### src/tileMemPkg.sv
// Shared widths, address fields, region codes and fabric transaction types for the tile memory
package tileMemPkg;

    // ============================================================
    // Basic types
    // ============================================================
    typedef logic [31:0] tWord;    // Data and address word
    typedef logic [3:0]  tByteEn;  // One bit per byte lane
    typedef logic [7:0]  tTileId;  // Tile id on the fabric

    // Fabric opcodes
    typedef enum logic [1:0] {
        Rd    = 2'd0,
        Wr    = 2'd1,
        RdRsp = 2'd2
    } tOpcode;

    // One fabric transaction, 74 bits
    typedef struct packed {
        tWord   address;
        tWord   data;
        tOpcode opcode;
        tTileId requestorId;
    } tTileTrans;

    // ============================================================
    // Address fields
    // ============================================================
    // Target tile id sits in the top byte
    localparam int TileIdMsb = 31;
    localparam int TileIdLsb = 24;

    // Region select inside a fabric address
    localparam int RegionMsb = 23;
    localparam int RegionLsb = 22;

    localparam logic [1:0] RegionImem = 2'd0;
    localparam logic [1:0] RegionDmem = 2'd1;

    // Who-am-I read, low 24 bits all ones with tile field zero
    localparam logic [23:0] WhoAmIOffset = 24'hFF_FFFF;

endpackage

### src/coreFabricBridge.sv
// Bridge that the top level uses to send non-local core accesses to the fabric and track the pending read
`timescale 1ns/10ps

module coreFabricBridge
    import tileMemPkg::*;
(
    input  logic      Clock,
    input  logic      rst,
    input  tTileId    localTileId,
    input  tWord      dMemWrDataQ103H,
    input  tWord      dMemAddressQ103H,
    input  logic      dMemWrEnQ103H,
    input  logic      dMemRdEnQ103H,
    input  logic      inFabricValidQ503H,
    input  tTileTrans inFabricQ503H,
    output logic      reqPush,
    output tTileTrans reqPushData,
    input  logic      reqFull,
    output logic      fabRdValidQ504H,
    output tWord      fabRdDataQ504H,
    output logic      dMemReady
);

    tTileId tileFieldQ103H;
    logic   nonLocalQ103H;
    logic   outstandingRd;   // Non-local read in flight
    logic   rspMatchQ503H;

    assign tileFieldQ103H = dMemAddressQ103H[TileIdMsb:TileIdLsb];
    assign nonLocalQ103H  = (dMemWrEnQ103H || dMemRdEnQ103H) &&
                            (tileFieldQ103H != localTileId) && (tileFieldQ103H != '0);

    assign reqPush                 = nonLocalQ103H && !outstandingRd;
    assign reqPushData.address     = dMemAddressQ103H;
    assign reqPushData.data        = dMemWrDataQ103H;
    assign reqPushData.opcode      = dMemWrEnQ103H ? Wr : Rd;
    assign reqPushData.requestorId = localTileId;

    assign rspMatchQ503H = outstandingRd && inFabricValidQ503H && (inFabricQ503H.opcode == RdRsp);

    always_ff @(posedge Clock) begin
        if (rst) begin
            outstandingRd   <= 1'b0;
            fabRdValidQ504H <= 1'b0;
        end else begin
            if (rspMatchQ503H) begin
                outstandingRd <= 1'b0;
            end else if (reqPush && !dMemWrEnQ103H) begin
                outstandingRd <= 1'b1;  // Read went out
            end
            fabRdValidQ504H <= rspMatchQ503H;
        end
    end

    always_ff @(posedge Clock) begin
        fabRdDataQ504H <= inFabricQ503H.data;
    end

    // Stall the core on a pending read or a full queue
    assign dMemReady = !(outstandingRd || reqFull);

    // A non-local access during a pending read would be dropped
    assert property (@(posedge Clock) disable iff (rst) outstandingRd |-> !nonLocalQ103H);

endmodule

### config.mk
export PLATFORM = sky130hd
export DESIGN_NAME = coreFabricBridge
export DESIGN_NICKNAME = d
export VERILOG_FILES = /design/src/tileMemPkg.sv /design/src/coreFabricBridge.sv
export SDC_FILE = /design/constraint.sdc
export NUM_CORES = 1
export LEC_CHECK = 0
export BUFFER_PORTS_ARGS = -buffer_cell sky130_fd_sc_hd__buf_4
export CORE_AREA = 2 2 100 102
export DETAILED_ROUTE_END_ITERATION = 6
export DIE_AREA = 0 0 102 104
export PLACE_DENSITY_LB_ADDON = 0.08
export SLEW_MARGIN = 20
export SYNTH_ARGS = -nofsm -noshare
export SYNTH_HDL_FRONTEND = slang
export SYNTH_SLANG_ARGS = --single-unit
### constraint.sdc
create_clock -name Clock -period 1.1 [get_ports Clock]
set_input_delay 0.11 -clock Clock [delete_from_list [all_inputs] [get_ports Clock]]
set_output_delay 0.11 -clock Clock [all_outputs]
set_load 0.02 [all_outputs]
==> results of run 1 <==
## cells in the final DEF, fill, tap and decap left out, drive strengths merged
| cell type | synthesis | routed |
|---|---|---|
| clkbuf | 0 | 7 |
| o21ai | 1 | 1 |
| nor4 | 2 | 2 |
| nand4 | 2 | 2 |
| dfxtp | 34 | 34 |
| conb | 1 | 1 |
| buf | 74 | 118 |
| a21oi | 2 | 2 |
| inv | 1 | 1 |
| xnor2 | 8 | 8 |
| nor2 | 4 | 4 |
| a2111oi | 1 | 1 |
| nand2b | 2 | 2 |
| dlygate4sd3 | 0 | 33 |
| nand4b | 1 | 1 |
| bufinv | 0 | 1 |
## synth_stat cells
cell,count
nand4_1,1
nand2b_1,2
nand4b_1,1
inv_1,1
dfxtp_1,34
nor4_1,1
nor4_2,1
nand4_2,1
xnor2_1,8
a21oi_1,2
buf_4,74
nor2_1,4
o21ai_1,1
conb_1,1
a2111oi_2,1
## tightest hold or removal path: stages
cell	delay (ps)
buf_4	70
nand4b_1	160
nor2_1	50
## through the flow
stage / total power, mW / setup slack (ps)
final: 3.11 / -73.4
after global routing: 3.27 / -124
after CTS: 3.16 / -47.1
after detailed placement: 1.90 / -83.5
after global placement: 1.90 / -93.9
after floorplan: 1.87 / 62.1
## final cells by class
class / instances / area (um^2)
sequential: 34 / 682
tap: 133 / 166
inverter: 1 / 3.75
clock buffer: 7 / 76.3
multi-input combinational: 24 / 236
fill: 1032 / 7100
clock inverter: 1 / 30.0
timing repair buffer: 151 / 1250
## worst max path at each step
stage | start | endpoint | slack [ps] | cells after the start
2_1_floorplan | dMemAddressQ103H[27] | reqPush | 60 | 4
3_5_place_dp | dMemAddressQ103H[27] | reqPush | -80 | 6
4_1_cts | dMemAddressQ103H[26] | reqPush | -50 | 6
3_3_place_gp | dMemAddressQ103H[27] | reqPush | -90 | 6
5_1_grt | outstandingRd | reqPush | -120 | 2
6_report | outstandingRd | reqPush | -70 | 2
## layer usage
metal,routed length (um),GRT usage (%)
met1,1250,5.80
met2,2390,15.4
met3,787,5.58
met4,133,4.19
met5,0,0
## power groups by stage
stage                     combinational (mW)  clock, mW  sequential, mW
after CTS                              0.696       1.15            1.31
final                                  0.693       1.10            1.32
after detailed placement               0.558          0            1.34
after floorplan                        0.450          0            1.42
after global routing                   0.734       1.21            1.32
after global placement                 0.561          0            1.34
## cell families after synthesis
kind of cell | count (synthesis) | share of synthesized area [%]
simple gates | 11 | 5.21
compound gates | 4 | 2.12
xor+xnor | 8 | 4.94
flops | 34 | 48.0
other cells | 1 | 0.265
buf+inv | 75 | 39.5
## registers in the layout (all words and copies together) (netlist names)
signal,flops
fabRdDataQ504H,32
outstandingRd,1
fabRdValidQ504H,1
## timing repair
item                                   in CTS  in global routing
gates resized for setup                    17                  2
setup endpoints to repair                   2                  2
endpoints found under the hold margin      33                  0
pin swaps                                   8                  3
hold buffers                               33                  0
buffers inserted                            1                  0
==> results.md, run 1 <==
* Crit-path max cell delay at between 300 and 400 ps
* Final setup violation count at 1
* First-pass GRT wire length at between 6 and 7 mm
* Power share of the combinational group at ~22%
* Row Count at 36
* Worst setup SP type: flop
* Area growth syn-to-layout at 72.7%
* Syn_area_per_cell at approximately 11 um^2
* Sw Pwr at around 730 uW
* Final Hold Vio Count at 0
* Netlist cell types at 15
* Pint at around 2.4 mW
* Antenna-violating nets left at 0
* CTS Buffer Depth at 2
* WHS Path Cells at 3
* Non-filler cells, final at ~350
* Max cap viols at 0
* DRT Pass-1 Iters at 4
* GRT Residual Overflow at 0
* Initial antenna violation count at 0
* Share of cells above drive strength 1 at approximately three fifths
* Clock Skews at ~0.06 ps
* Number of top-level pins at 261
* Design area at ~0.0024 mm^2
* CTS tree: done
* Final core occ at ~26%
* Flops & latches, synth at 34
* Hold Crit Start: inFabricQ503H[8]
* RSZ-0062 raised after global routing: true
* Initial Utilization at between 10% and 20%
* WP buf/inv at 1
* Core box area at 0.00955 mm^2
* Post-Synthesis Cells at 133
* CP top delay family: flip-flops
* DR vias/cell at roughly 3.2
* CP required at between 900 and 1000 ps
* Post-synth top area share at 48.0%
* # clock sinks at 34
* TNS Setup at -73.4 ps
* Max VDD drop at approximately 0.7 mV
* Die area at roughly 0.011 mm^2
* Clk Latency, worst-skew pair at around 270 ps
* Inst Count DP at approximately 310
* Synthesis Warnings at 0
* Status: finished, violations left
* Worst-path cell with the longest stage delay: dfxtp_2
* Final nets at between 300 and 400
* Initial DRC Count at 14
* Drc violations at 0
* Final WS setup at -73.4 ps
* Vias post-DR at around 1100
* Sw frac at a little under a quarter
* Critical Setup Path Class: reg -> out
* Ant. Diodes at 0
* Failing checks: negative setup slack
* Cell taking the most area after synthesis: dfxtp_1
* R2r startpoint: outstandingRd
* CP max FO at 2
* Total GRT Usage at under 10%
* Sequential area share after synthesis at around half
* Routed Wire Length at around 4.6 mm
* CTS clk-pin slew, worst paths at 60 ps
* Sequential fraction of design power at around 42%
* WHS at roughly 150 ps
* Hpwl dp at between 3 and 4 mm
* Tcrit/Tclk final at 107%
* Worst hold endpoint: fabRdValidQ504H
* Synth Net Count at between 200 and 300
* Die H at ~100 um
* CTS buffer count at 5
* Cells along the critical path: a2111oi_4, buf_4
* Crit. End Element: output pin
* Max Slew Vio Count at 0
* Gpl congestion at ~0.67
* Number of global-route vias before repair at roughly 1300
* Crit path DAT at approximately 1100 ps
* Root Buffer: clkbuf_8
* DR WL/cell at approximately 13 um
* Leak at 1.13 nW
* DIE WIDTH at approximately 100 um
* Clock power share at about 36%
* Largest net degree at the start of global routing at 11
* DP Area at ~0.0019 mm^2
* Flop2flop setup slack at 150 ps
* Reg2reg end: outstandingRd
* FMAX at approximately 850 MHz
* Min-Delay Path Class: in -> reg
* R2R cell count at 4
* H-tree lvl count at 2
* Port Buf Inserts at 107
* Netlist Area Pre-Place at roughly 0.0014 mm^2
* Tmin final at 1170 ps
* Pwr Density at 1270 mW/mm^2
* Synth area leaders: dfxtp_1 48%, buf_4 39%, xnor2_1 4.9%
(Power assumes the default switching activity.)
==> inputs of run 2 (changes only) <==
- ABC_AREA: unset -> 1
==> results.md, run 2 <==
* Status: finished, violations left
* Failing checks: negative setup slack
* Most frequent cell after synthesis: buf_4
* Initial antenna violation count at 0 (unchanged)
* Port Buf Inserts at 107 (unchanged)
* Largest Register: fabRdDataQ504H
* Synth area leaders: dfxtp_1 46%, buf_4 38%, nand2_1 5.3%
* Final Hold Vio Count at 0 (unchanged)
* CTS buffer count at 5 (unchanged)
* FMAX at 859 MHz (+0.81%)
* Root Buffer: clkbuf_8
* Clk Latency, worst-skew pair at 280 ps (about the same)
* First-pass GRT wire length at 6.32 mm (-1.5%)
* Clock Skews at 0.736 ps (+0.676 ps)
* WP buf/inv at 2 (+1)
* Routed Wire Length at 4.49 mm (-1.4%)
* Max VDD drop at 0.415 mV (-40%)
* CP max FO at 2 (unchanged)
* WHS at 120 ps (-34.2 ps)
* Number of flip-flops in the largest register at 32 (unchanged)
* Tcrit/Tclk final at 106% (-0.85 points)
* Share of cells above drive strength 1 at 56.0% (-5.0 points)
* Worst setup SP type: flop
* Row Count at 36 (unchanged)
* Post-Synthesis Cells at 162 (+22%)
* Ant. Diodes at 0 (unchanged)
* Most frequent cells in the layout: 117 x buf_4, 33 x dfxtp_1, 33 x dlygate4sd3_1
* TNS Setup at -100 ps (-26.8 ps)
* Post-synth top flop: dfxtp_1
* Critical Setup Path Class: reg -> out
* CTS clk-pin slew, worst paths at 70 ps (about the same)
* Netlist Area Pre-Place at 0.00148 mm^2 (+4.1%)
* FFs w/ async S/R, synth at 0% (unchanged)
* Most frequent cells after synthesis: 74 x buf_4, 34 x dfxtp_1, 21 x nand2_1, 9 x inv_1, 8 x nor2_1
* Largest net degree at the start of global routing at 11 (unchanged)
* # clock sinks at 34 (unchanged)
* Biggest regs: fabRdDataQ504H (32), fabRdValidQ504H (1), outstandingRd (1)
* Leak at 1.22 nW (+7.7%)
* DRT Pass-1 Iters at 2 (-2)
* DP Area at 0.00195 mm^2 (+2.2%)
* RSZ-0062 raised after global routing: true
* Post-synth EDFFs at 0 (unchanged)
* Max Slew Vio Count at 0 (unchanged)
* Multi-input gate area at 206 um^2 (-13%)
* Pwr Density at 1290 mW/mm^2 (+1.2%)
* Core box area at 0.00955 mm^2 (unchanged)
* Cell taking the most area after synthesis: dfxtp_1
* Max cap viols at 0 (unchanged)
* Most common cell after layout, fill and taps aside: buf_4
* Sequential area share after synthesis at 46.1% (-1.9 points)
* H-tree lvl count at 2 (unchanged)
* Antenna-violating nets left at 0 (unchanged)
* Drc violations at 0 (unchanged)
* GRT Residual Overflow at 0 (unchanged)
* Vias post-DR at 1202 (+6.1%)
* Area growth syn-to-layout at 66.8%
* Register Area at 682 um^2 (unchanged)
* CP top delay family: flip-flops
* Die area at 0.0106 mm^2 (unchanged)
* Synthesis Warnings at 0 (unchanged)
* Flops & latches, synth at 34 (unchanged)
* Final nets at 400 (+8.4%)
* Crit path DAT at 1050 ps (about the same)
* Design area at 0.00246 mm^2 (+0.46%)
* Netlist cell types at 15 (unchanged)
* Fillers at 1052 (+1.9%)
* Hpwl dp at 3.63 mm (-0.72%)
* Syn_area_per_cell at 9.11 um^2 (-15%)
* Crit. End Element: output pin
* Post-synth top area share at 46.1% (-1.9 points)
* Crit-path max cell delay at 330 ps (about the same)
* DR vias/cell at 3.15 (-2.3%)
* Min-Delay Path Class: in -> reg
* Number of global-route vias before repair at 1178 (-6.1%)
* Worst-path cell with the longest stage delay: dfxtp_2
* Number of top-level pins at 261 (unchanged)
* DR WL/cell at 11.8 um (-9.2%)
* CP required at 990 ps (about the same)
* Die H at 104 um (unchanged)
* Total power at 3.17 mW (+1.7%)
* CTS tree: done
* Final setup violation count at 3 (+2)
* Tmin final at 1160 ps (-9.40 ps)
* Initial Utilization at 15.4% (+0.60 points)
* Total GRT Usage at 7.98% (-0.18 points)
* Initial DRC Count at 16 (+2)
* CTS Buffer Depth at 2 (unchanged)
* Synth Net Count at 314 (+10%)
* DIE WIDTH at 102 um (unchanged)
* Cells along the critical path: clkinv_2, o21ai_2, nor2_2, and2_4, buf_6
* Gpl congestion at 0.631 (-6.1%)
* Final WS setup at -64.0 ps (+9.40 ps)
==> run 2: cell count changes in the layout (fill, tap and decap cells not counted), sizes merged, moves of 4 or more <==
cell and change:
inv +11, nand2 +21, nand3 +4, nor2 +5
xnor2 -5
==> run 2: through the flow <==
step / setup slack, ps / utilization, % / cells
5_1_grt: -142 / 25.8 / 381
4_1_cts: -74.4 / 25.5 / 380
6_report: -64.0 / 25.8 / 381
3_3_place_gp: -76.9 / 20.4 / 336
2_1_floorplan: 176 / - / 162
3_5_place_dp: -80.4 / 20.4 / 336
==> run 2: layout make-up <==
class,count,area share (%)
tap,133,6.77
clock inverter,1,1.22
timing repair buffer,153,50.5
multi-input combinational,41,8.39
inverter,13,2.03
sequential,34,27.7
clock buffer,6,3.36
==> run 2: worst paths after layout <==
kind                     endpoint        startpoint  cells past startpoint  slack, ps
setup / recovery          reqPush     outstandingRd                      5        -60
hold / removal    fabRdValidQ504H  inFabricQ503H[8]                      4        120
setup reg to reg    outstandingRd     outstandingRd                      8          0
hold reg to reg     outstandingRd     outstandingRd                      4        640
==> run 2: kinds of logic (layout without fill, tap and decap cells) <==
| group | Yosys count | after routing | synth area share, % |
|---|---|---|---|
| DFF | 34 | 34 | 46.1 |
| AOI/OAI and AO/OA | 2 | 2 | 0.933 |
| and+or+nand+nor | 35 | 35 | 9.92 |
| xor gates and xnor gates | 3 | 3 | 1.78 |
| buffers and inverters | 87 | 173 | 41.0 |
| other | 1 | 1 | 0.254 |
==> run 2: repair_timing <==
action | CTS | global route
setup buffers | 4 | 1
hold buffers | 33 | 0
endpoints found under the setup margin | 1 | 3
hold endpoints to repair | 33 | 0
resized for setup | 7 | 4
pin swaps | 2 | 1
gates cloned | 0 | 0
==> run 2: worst reg2reg max path, cell delays in order, from the launching register on <==
cell,delay [ps]
dfxtp_2,340
clkinv_2,60
o21ai_2,60
nor2_2,50
buf_4,130
buf_4,120
buf_4,120
nand3_2,70
a21oi_2,50
==> run 2: power by group <==
group          switching (mW)  total (mW)  internal, mW
clock                   0.420        1.14         0.724
sequential             0.0174        1.32          1.30
combinational           0.299       0.705         0.406
==> run 2: routing by layer <==
| layer | GRT usage, % | vias to the layer above | routed length, um |
|---|---|---|---|
| met5 | 0 | - | 0 |
| met4 | 5.43 | 0 | 187 |
| met3 | 4.50 | 21 | 606 |
| met2 | 13.7 | 98 | 2170 |
| met1 | 6.88 | 507 | 1530 |
| li1 | - | 576 | - |
==> inputs of run 3 (changes only) <==
- CORE_AREA: 2 2 100 102 -> 10 10 92 94
- REMOVE_ABC_BUFFERS: unset -> 1
==> results.md, run 3 (synthesis gave the netlist of run 2 again) <==
* Largest net degree at the start of global routing at 12 (+1)
* Final Hold Vio Count at 0 (unchanged)
* Max cap viols at 0 (unchanged)
* R2r startpoint: outstandingRd
* First-pass GRT wire length at 13.8 mm (+120%)
* Clock Skews at 0.0312 ps (-0.705 ps)
* Biggest regs: fabRdDataQ504H (32), fabRdValidQ504H (1), outstandingRd (1)
* Die H at 104 um (unchanged)
* DRT Pass-1 Iters at 4 (+2)
* DIE WIDTH at 102 um (unchanged)
* Root Buffer: clkbuf_8
* Critical Setup Path Class: reg -> out
* DP Area at 0.00184 mm^2 (-5.7%)
* DR WL/cell at 35.7 um (+200%)
* Max VDD drop at 0.427 mV (+2.9%)
* Row Count at 30 (-17%)
* Clk Latency, worst-skew pair at 280 ps (about the same)
* Tcrit/Tclk final at 107% (+1.1 points)
* Hpwl dp at 10.5 mm (+190%)
* CTS Buffer Depth at 2 (unchanged)
* Final setup violation count at 1 (-2)
* CTS clk-pin slew, worst paths at 70 ps (about the same)
* H-tree lvl count at 2 (unchanged)
* Number of flip-flops in the largest register at 32 (unchanged)
* Final nets at 390 (-2.5%)
* DR vias/cell at 3.91 (+24%)
* TNS Setup at -75.6 ps (+24.6 ps)
* Crit path DAT at 1070 ps (+20 ps)
* Port Buf Inserts at 107 (unchanged)
* Number of global-route vias before repair at 1378 (+17%)
* Final WS setup at -75.6 ps (-11.6 ps)
* Crit. End Element: output pin
* Drc violations at 0 (unchanged)
* Leak at 1.16 nW (-5.0%)
* Die area at 0.0106 mm^2 (unchanged)
* Worst setup SP type: flop
* CTS buffer count at 5 (unchanged)
* Setup crit start: outstandingRd
* CTS tree: done
* RSZ-0062 raised after global routing: true
* Pwr Density at 1280 mW/mm^2 (-0.68%)
* Routed Wire Length at 11.4 mm (+150%)
* Status: finished, violations left
* Area growth syn-to-layout at 54.8%
* FMAX at 851 MHz (-0.98%)
* Max Slew Vio Count at 0 (unchanged)
* Core box area at 0.00668 mm^2 (-30%)
* Total GRT Usage at 20.3% (+12 points)
* Antenna-violating nets left at 0 (unchanged)
* Tmin final at 1180 ps (+11.6 ps)
* Largest Register: fabRdDataQ504H
* Most common cell after layout, fill and taps aside: buf_4
* Min-Delay Path Class: in -> reg
* Most frequent cells in the layout: 109 x buf_4, 33 x dfxtp_1, 33 x dlygate4sd3_1
* # clock sinks at 34 (unchanged)
* GRT Residual Overflow at 0 (unchanged)
* Number of top-level pins at 261 (unchanged)
* CP required at 990 ps (about the same)
* Failing checks: negative setup slack
* CP max FO at 2 (unchanged)
* Vias post-DR at 1246 (+3.7%)
* Initial antenna violation count at 0 (unchanged)
* Design area at 0.00228 mm^2 (-7.2%)
* Initial DRC Count at 7 (-9)
* Hold Crit Start: inFabricQ503H[8]
* Gpl congestion at 0.775 (+23%)
* Share of cells above drive strength 1 at 53.6% (-2.5 points)
* Initial Utilization at 22.1% (+6.6 points)
* Ant. Diodes at 0 (unchanged)
-- run 3: layer usage --
metal  up-vias  wire [um]  global-route usage (%)
met5         -         61                    6.15
met4         2        384                    8.27
met3        16       4190                    35.7
met2       222       5130                    31.8
met1       448       1610                    7.28
li1        558          -                       -
-- run 3: report_power, final --
group | total, mW | switching, mW | leakage [nW] | internal [mW]
logic | 0.658 | 0.289 | 0.826 | 0.369
clock network | 0.945 | 0.442 | 0.0472 | 0.502
registers | 1.32 | 0.0179 | 0.287 | 1.30
total | 2.92 | 0.749 | 1.16 | 2.17
-- run 3: final timing paths --
kind                     end  slack, ps  cells after the start
max                  reqPush        -80                      5
min          fabRdValidQ504H        100                      4
max reg2reg    outstandingRd        170                      6
min reg2reg    outstandingRd        560                      3
-- run 3: worst max-delay path, cell delays in order, from the launching register on --
cell	delay, ps
dfxtp_2	330
clkinv_2	50
o21ai_2	50
nor2_2	100
and2_4	150
buf_6	110
-- run 3: cell type report --
| type | count | area (um^2) |
|---|---|---|
| flip-flops and latches | 34 | 682 |
| repair buffers | 143 | 1160 |
| inverters | 13 | 50.0 |
| clock inverters | 2 | 12.5 |
| multi-input cells | 41 | 196 |
| fillers | 684 | 4400 |
| clock buffers | 6 | 82.6 |
| well taps | 80 | 100 |
-- run 3: timing repair --
item | 4_1_cts | 5_1_grt
hold buffers | 33 | 0
gates cloned | 0 | 0
pin swaps | 2 | 0
hold endpoints to repair | 33 | 0
resized for setup | 6 | 0
endpoints found under the setup margin | 1 | 1
buffers inserted | 1 | 0
-- run 3: stage by stage --
stage	setup WS [ps]	instances	util, %	hold slack, ps	power, mW
floorplan	176	88	-	138	1.50
global placement	42.4	277	27.5	215	1.89
detailed placement	41.3	277	27.5	216	1.89
CTS	-91.9	319	34.2	90.1	2.97
global route	-123	319	34.2	109	3.06
finish	-75.6	319	34.2	105	2.92
